===== config.mk =====
export PLATFORM = sky130hd
export DESIGN_NAME = spi_top
export DESIGN_NICKNAME = d
export VERILOG_FILES = /design/src/spi_pkg.sv /design/src/spi_top.sv /design/src/spi_access_ctrl.sv /design/src/spi_master.sv /design/src/spi_clk_div.sv
export VERILOG_INCLUDE_DIRS = /design/src /design/src/src
export SDC_FILE = /design/constraint.sdc
export NUM_CORES = 1
export LEC_CHECK = 0
export CAP_MARGIN = 30
export CELL_PAD_IN_SITES_DETAIL_PLACEMENT = 1
export CELL_PAD_IN_SITES_GLOBAL_PLACEMENT = 1
export CORE_MARGIN = 2
export CORE_UTILIZATION = 25
export CTS_BUF_LIST = sky130_fd_sc_hd__clkbuf_16
export CTS_CLUSTER_DIAMETER = 60
export CTS_CLUSTER_SIZE = 28
export DETAILED_ROUTE_END_ITERATION = 7
export DONT_BUFFER_PORTS = 1
export GPL_ROUTABILITY_DRIVEN = 0
export GPL_TIMING_DRIVEN = 0
export PLACE_DENSITY = 0.49
export RECOVER_POWER = 100
export SETUP_SLACK_MARGIN = 0.3
export SLEW_MARGIN = 20
export SYNTH_ARGS = -nofsm -noshare
export SYNTH_HDL_FRONTEND = slang
export SYNTH_HIERARCHICAL = 1
export SYNTH_SLANG_ARGS = --single-unit

===== constraint.sdc =====
create_clock -name CLK50MHZ -period 4.5 [get_ports CLK50MHZ]
set_input_delay 1.35 -clock CLK50MHZ [delete_from_list [all_inputs] [get_ports CLK50MHZ]]
set_output_delay 1.35 -clock CLK50MHZ [all_outputs]
set_load 0.005 [all_outputs]

===== src/spi_defs.svh =====
`ifndef SPI_DEFS_SVH
`define SPI_DEFS_SVH

//////////////////////////////
// Frame layout
//////////////////////////////

// Full SPI word, MSB first on the wire
`define SPI_FRAME_W 32

// Peripheral register address
`define SPI_ADDR_W 7

// Peripheral register data
`define SPI_DATA_W 16

//////////////////////////////
// Serial clock
//////////////////////////////

// SCK half-period in CLK50MHZ cycles
`define SPI_CLK_DIV 2

`endif

===== src/spi_pkg.sv =====
`default_nettype none

package spi_pkg;

	//////////////////////////////
	// Host side access opcode
	//////////////////////////////

	// Encoding matches the read/write bit of the frame
	typedef enum logic {
		ACC_WRITE = 1'b0,
		ACC_READ  = 1'b1
	} acc_op_t;

	//////////////////////////////
	// FSM encodings
	//////////////////////////////

	// Frame engine
	typedef enum logic [1:0] {
		XFER_IDLE  = 2'd0,
		XFER_SHIFT = 2'd1,
		XFER_DONE  = 2'd2
	} xfer_state_t;

	// Access controller
	typedef enum logic [1:0] {
		CTRL_IDLE   = 2'd0,
		CTRL_LAUNCH = 2'd1,
		CTRL_WAIT   = 2'd2,
		CTRL_FINISH = 2'd3
	} ctrl_state_t;

endpackage

`default_nettype wire


===== src/spi_top.sv =====
`timescale 1ns/1ps
`include "spi_defs.svh"
`default_nettype none

module spi_top (
	input  wire                    CLK50MHZ,
	input  wire                    RST,
	// Host side
	input  wire                    acc_start,
	input  wire  spi_pkg::acc_op_t acc_op,
	input  wire  [`SPI_ADDR_W-1:0] acc_addr,
	input  wire  [`SPI_DATA_W-1:0] acc_wdata,
	output logic [`SPI_DATA_W-1:0] acc_rdata,
	output logic                   acc_done,
	output logic                   busy,
	// SPI pins
	output logic                   spi_sck,
	output logic                   spi_cs,
	output logic                   spi_mosi,
	input  wire                    spi_miso
);

	logic                    sck_phase;
	logic                    shift_pulse;
	logic                    xfer_start;
	logic                    xfer_done;
	logic [`SPI_FRAME_W-1:0] frame_tx;
	logic [`SPI_FRAME_W-1:0] frame_rx;

	spi_clk_div #(
		.DIV(`SPI_CLK_DIV)
	) spi_clk_div_i (
		.CLK50MHZ    (CLK50MHZ),
		.RST         (RST),
		.sck_phase   (sck_phase),
		.shift_pulse (shift_pulse)
	);

	spi_master #(
		.WIDTH(`SPI_FRAME_W)
	) spi_master_i (
		.CLK50MHZ    (CLK50MHZ),
		.RST         (RST),
		.sck_phase   (sck_phase),
		.shift_pulse (shift_pulse),
		.xfer_start  (xfer_start),
		.frame_tx    (frame_tx),
		.frame_rx    (frame_rx),
		.xfer_done   (xfer_done),
		.spi_sck     (spi_sck),
		.spi_cs      (spi_cs),
		.spi_mosi    (spi_mosi),
		.spi_miso    (spi_miso)
	);

	spi_access_ctrl spi_access_ctrl_i (
		.CLK50MHZ   (CLK50MHZ),
		.RST        (RST),
		.acc_start  (acc_start),
		.acc_op     (acc_op),
		.acc_addr   (acc_addr),
		.acc_wdata  (acc_wdata),
		.acc_rdata  (acc_rdata),
		.acc_done   (acc_done),
		.busy       (busy),
		.xfer_start (xfer_start),
		.frame_tx   (frame_tx),
		.frame_rx   (frame_rx),
		.xfer_done  (xfer_done)
	);

endmodule

`default_nettype wire


===== src/spi_access_ctrl.sv =====
`timescale 1ns/1ps
`include "spi_defs.svh"
`default_nettype none

module spi_access_ctrl (
	input  wire                    CLK50MHZ,
	input  wire                    RST,
	// Host side
	input  wire                    acc_start,
	input  wire  spi_pkg::acc_op_t acc_op,
	input  wire  [`SPI_ADDR_W-1:0] acc_addr,
	input  wire  [`SPI_DATA_W-1:0] acc_wdata,
	output logic [`SPI_DATA_W-1:0] acc_rdata,
	output logic                   acc_done,
	output logic                   busy,
	// Frame engine side
	output logic                   xfer_start,
	output logic [`SPI_FRAME_W-1:0] frame_tx,
	input  wire  [`SPI_FRAME_W-1:0] frame_rx,
	input  wire                    xfer_done
);

	import spi_pkg::*;

	// Unused bits between address and data
	localparam int SPARE_W = `SPI_FRAME_W - 1 - `SPI_ADDR_W - `SPI_DATA_W;

	ctrl_state_t             state;
	acc_op_t                 op_q;
	logic                    accept;
	logic                    is_read;
	logic [`SPI_DATA_W-1:0]  tx_data;

	// Starts outside idle are dropped
	assign accept  = acc_start & (state == CTRL_IDLE);
	assign is_read = (acc_op == ACC_READ);

	// Read frames carry zero data
	assign tx_data = is_read ? '0 : acc_wdata;

	//////////////////////////////
	// Controller FSM
	//////////////////////////////

	always_ff @(posedge CLK50MHZ) begin
		if (RST) begin
			state <= CTRL_IDLE;
		end else begin
			case (state)
				CTRL_IDLE:
					if (acc_start)
						state <= CTRL_LAUNCH;
				CTRL_LAUNCH:
					state <= CTRL_WAIT;
				CTRL_WAIT:
					if (xfer_done)
						state <= CTRL_FINISH;
				CTRL_FINISH:
					state <= CTRL_IDLE;
				default:
					state <= CTRL_IDLE;
			endcase
		end
	end

	//////////////////////////////
	// Command latch and frame build
	//////////////////////////////

	always_ff @(posedge CLK50MHZ) begin
		if (accept) begin
			op_q     <= acc_op;
			frame_tx <= {is_read, acc_addr, {SPARE_W{1'b0}}, tx_data};
		end
	end

	// Reply data sits in the low bits of the received word
	always_ff @(posedge CLK50MHZ) begin
		if ((state == CTRL_WAIT) && xfer_done && (op_q == ACC_READ))
			acc_rdata <= frame_rx[`SPI_DATA_W-1:0];
	end

	//////////////////////////////
	// Status and handshake
	//////////////////////////////

	assign busy       = (state != CTRL_IDLE);
	assign xfer_start = (state == CTRL_LAUNCH);
	// One cycle after the engine's done
	assign acc_done   = (state == CTRL_FINISH);

endmodule

`default_nettype wire


===== src/spi_master.sv =====
`timescale 1ns/1ps
`include "spi_defs.svh"
`default_nettype none

module spi_master #(
	parameter int WIDTH = `SPI_FRAME_W
) (
	input  wire              CLK50MHZ,
	input  wire              RST,
	// Phase inputs from the divider
	input  wire              sck_phase,
	input  wire              shift_pulse,
	// Word interface
	input  wire              xfer_start,
	input  wire  [WIDTH-1:0] frame_tx,
	output logic [WIDTH-1:0] frame_rx,
	output logic             xfer_done,
	// SPI pins
	output logic             spi_sck,
	output logic             spi_cs,
	output logic             spi_mosi,
	input  wire              spi_miso
);

	import spi_pkg::*;

	// Index counts up to WIDTH inclusive
	localparam int IDX_W = $clog2(WIDTH) + 1;

	xfer_state_t      state;
	logic [WIDTH-1:0] shreg;
	logic [IDX_W-1:0] bit_idx;
	logic             last_pulse;

	// Pulse that closes the frame and releases CS
	assign last_pulse = shift_pulse & (bit_idx == IDX_W'(WIDTH));

	//////////////////////////////
	// State register
	//////////////////////////////

	always_ff @(posedge CLK50MHZ) begin
		if (RST) begin
			state <= XFER_IDLE;
		end else begin
			case (state)
				XFER_IDLE:
					if (xfer_start)
						state <= XFER_SHIFT;
				XFER_SHIFT:
					if (last_pulse)
						state <= XFER_DONE;
				XFER_DONE:
					state <= XFER_IDLE;
				default:
					state <= XFER_IDLE;
			endcase
		end
	end

	//////////////////////////////
	// Bit index and pin drivers
	//////////////////////////////

	always_ff @(posedge CLK50MHZ) begin
		if (RST) begin
			bit_idx  <= '0;
			spi_cs   <= 1'b1;
			spi_mosi <= 1'b0;
		end else begin
			case (state)
				XFER_IDLE: begin
					bit_idx  <= '0;
					spi_cs   <= 1'b1;
					spi_mosi <= 1'b0;
				end
				XFER_SHIFT:
					if (shift_pulse) begin
						bit_idx <= bit_idx + 1'b1;
						// First pulse asserts CS, the extra one releases it
						spi_cs  <= last_pulse;
						if (last_pulse)
							spi_mosi <= 1'b0;
						else
							spi_mosi <= shreg[WIDTH-1];
					end
				default: begin
					spi_cs   <= 1'b1;
					spi_mosi <= 1'b0;
				end
			endcase
		end
	end

	//////////////////////////////
	// Shift register
	//////////////////////////////

	// Loads the outgoing word while idle; the bit taken in at the
	// first pulse falls off the top by the end of the frame
	always_ff @(posedge CLK50MHZ) begin
		case (state)
			XFER_IDLE:
				shreg <= frame_tx;
			XFER_SHIFT:
				if (shift_pulse)
					shreg <= {shreg[WIDTH-2:0], spi_miso};
			default:
				shreg <= shreg;
		endcase
	end

	assign frame_rx  = shreg;
	assign xfer_done = (state == XFER_DONE);

	// SCK idles low, runs only with CS asserted
	assign spi_sck = ~spi_cs & sck_phase;

endmodule

`default_nettype wire


===== src/spi_clk_div.sv =====
`timescale 1ns/1ps
`default_nettype none

module spi_clk_div #(
	parameter int DIV = 2
) (
	input  wire  CLK50MHZ,
	input  wire  RST,
	output logic sck_phase,
	output logic shift_pulse
);

	// Counter must hold DIV-1, at least one bit
	localparam int CNT_W = (DIV > 1) ? $clog2(DIV) : 1;

	logic [CNT_W-1:0] cnt;
	logic             cnt_wrap;

	assign cnt_wrap = (cnt == CNT_W'(DIV - 1));

	//////////////////////////////
	// Free running phase counter
	//////////////////////////////

	always_ff @(posedge CLK50MHZ) begin
		if (RST) begin
			cnt       <= '0;
			sck_phase <= 1'b0;
		end else begin
			if (cnt_wrap) begin
				cnt       <= '0;
				sck_phase <= ~sck_phase;
			end else begin
				cnt <= cnt + 1'b1;
			end
		end
	end

	// High in the cycle whose closing edge drops sck_phase,
	// so the engine updates CS and MOSI on that same edge
	assign shift_pulse = cnt_wrap & sck_phase;

endmodule

`default_nettype wire


==> flow_metrics.tcl <==
set metrics [dict create \
    detailed_place_hpwl_um 4760 \
    instances_no_fill 493 \
    antenna_found_initial 2 \
    met2WireLength_um 3520 \
    setup_viol 0 \
    crit_slowest_cell "and2_0" \
    num_io_pins 49 \
    dr.max_layer_used "met4" \
    fin_crit_sh 0.616 \
    grt_pass1_vias 2102 \
    wl_met3_um 249 \
    syn_to_final_growth_pct 16.3 \
    required_ns 4.43 \
    hold_class "flop to flop" \
    num_rows 43 \
    worstMarginPinSlew_ns 1.83 \
    yosysMostFrequentCell "nand2_1" \
    r2r_start "spi_access_ctrl_i/state[1]$_SDFFE_PP0P_" \
    whs_ns 0.451 \
    netlist.top_cell.by_area "edfxtp_1" \
    finalSetupTns_ns 0 \
    drc_errors 0 \
    power.density_nw_per_um2 597 \
    htree_levels 3 \
    initial_core_util 0.255 \
    wl_um 7070 \
    crit_start "acc_start" \
    violations "capacitance limit, slew limit" \
    design.die.area_um2 15000 \
    fill_cells 1561 \
    overflow 0 \
    relSlewSlack -0.218 \
    hold_buffers 0 \
    grt_start_max_net_pins 25 \
    vdd_ir_drop_max_v 0.000163 \
    synthTopCellsByCount "100 x nand2_1, 72 x edfxtp_1, 14 x dfxtp_1" \
    syn-cell-area_um2 3510 \
    final-max-slew-violation-count 25 \
    synth_cells 287 \
    die_h_um 122 \
    rsz0062_at_grt "no" \
    drt_first_pass_iters 4 \
    nNetsFinal 341 \
    root_buffer "clkbuf_16" \
    cap_violations 1 \
    clk_pin_slew_ns 0.07 \
    wl_per_cell_um 14.3 \
    path_cells "and2_0" \
    status "finished, violations left" \
    worst-path-buf-inv 0 \
    cts-resized-gates 0 \
    cts_buffer_depth 2 \
    worstPathArrival_ns 2.70 \
    fin_skew_ns 0.0102 \
    avgViaCountPerCell 4.12 \
    numClockSinks 86 \
    cp-end-kind "flop" \
    track_usage 0.102 \
    power.leakage_nw 1.61 \
    core_area_um2 13800 \
    ys_seq_elements 86 \
    critPathKind "primary input to flop" \
    crit_family "simple AND/OR/NAND/NOR gates" \
    synth.top_cell.area_share 0.617 \
    place_inst 475 \
    clk_latency_ns 0.35 \
    cts_tree "yes" \
    syn_area_per_cell_um2 12.2 \
    synthTopCellsByArea "edfxtp_1 62%, nand2_1 11%, dfxtp_1 8.0%" \
    synth_edf_count 72 \
    cts_setup_buffers 0 \
    hold_path_startpoint "spi_master_i/frame_rx[7]$_DFFE_PP_" \
    synth-warning-count 6 \
    drtIter0Drc 93 \
    period_needed_ns 2.77 \
    die_w_um 122 \
    async_flop_share 0 \
    portBuffers 0 \
    path_max_fanout 24 \
    hold_violations 0 \
    grt_pass1_wl_um 11100 \
    wl_met1_um 3160 \
    max_freq_mhz 361 \
    drive_gt1_frac 0.0932 \
    start_kind "primary input" \
    critPathMaxStageDelay_ns 1.34 \
    ys.flop_type "edfxtp_1" \
    num_vias 2033 \
    ant_nets 0 \
    ys_types 38 \
    cts_made_buffers 9 \
    seq_area_frac_synth 0.697 \
]
-- layer usage --
layer | track usage | up-vias
met5 | 0 | -
met4 | 0.0453 | 0
met3 | 0.0372 | 10
met2 | 0.168 | 32
met1 | 0.120 | 996
li1 | - | 995
-- flip-flops by register name, summed over array words and instances (netlist names) --
register                     cells
spi_master_i/state               2
spi_master_i/frame_rx           32
spi_clk_div_i/sck_phase          1
spi_access_ctrl_i/op_q           1
spi_master_i/spi_mosi            1
spi_master_i/bit_idx             6
spi_access_ctrl_i/state          2
spi_access_ctrl_i/acc_rdata     16
spi_clk_div_i/cnt                1
spi_access_ctrl_i/frame_tx      23
spi_master_i/spi_cs              1
-- layout make-up --
type,instances,area (um^2),area share
diodes,2,5.00,0.00123
plain buffers,20,109,0.0267
clock buffers,9,225,0.0552
clock inverters,7,81.3,0.0199
inverters,7,26.3,0.00644
multi-input cells,181,943,0.231
flip-flops and latches,86,2440,0.599
well taps,180,225,0.0552
repair buffers,1,20.0,0.00491
-- kinds of logic (layout without fill, tap and decap cells) --
logic type               count (synthesis)  in the layout  share of synthesized area
multiplexers                             2              2                    0.00571
XOR/XNOR                                 1              1                    0.00250
AO/OA/AOI/OAI                           15             15                     0.0307
other                                    1             10                    0.00107
adder cells (fa/ha/maj)                  7              7                     0.0250
buffers and inverters                   27             44                     0.0410
AND/OR/NAND/NOR                        148            148                      0.197
flip-flops                              86             86                      0.697
-- through the flow --
step / worst slack [ns] / power (mW) / cell area (um^2) / util
2_1_floorplan: 2.00 / 1.55 / 3530 / -
3_5_place_dp: 2.16 / 1.71 / 3780 / 0.275
5_1_grt: 1.59 / 2.59 / 4080 / 0.296
3_3_place_gp: 1.07 / 1.69 / 3760 / 0.273
6_report: 1.73 / 2.43 / 4080 / 0.296
4_1_cts: 1.99 / 2.49 / 4090 / 0.297
-- final timing paths --
kind | end | slack, ns | cells after the start
min | spi_access_ctrl_i/acc_rdata[7]$_DFFE_PP_ | 0.45 | 0
min reg2reg | spi_access_ctrl_i/acc_rdata[7]$_DFFE_PP_ | 0.45 | 0
max | spi_access_ctrl_i/frame_tx[29]$_DFFE_PP_ | 1.73 | 1
max reg2reg | spi_access_ctrl_i/frame_tx[29]$_DFFE_PP_ | 2.07 | 3
-- cell usage in the layout, fill, tap and decap left out, drive strengths merged, types with 5 or more instances in the layout --
cell type / count
nand2: 100
edfxtp: 72
clkbuf: 20
dfxtp: 14
and2b: 12
buf: 10
inv: 9
nor2b: 9
conb: 8
ha: 7
nor2: 5
nand3: 5
-- where the power goes --
group	internal, mW	total, mW	switching (mW)
Clock	0.438	0.769	0.331
Sequential	1.18	1.26	0.0850
Combinational	0.130	0.402	0.272
Total	1.75	2.43	0.688
No activity file was read; power rests on OpenSTA's default activity.
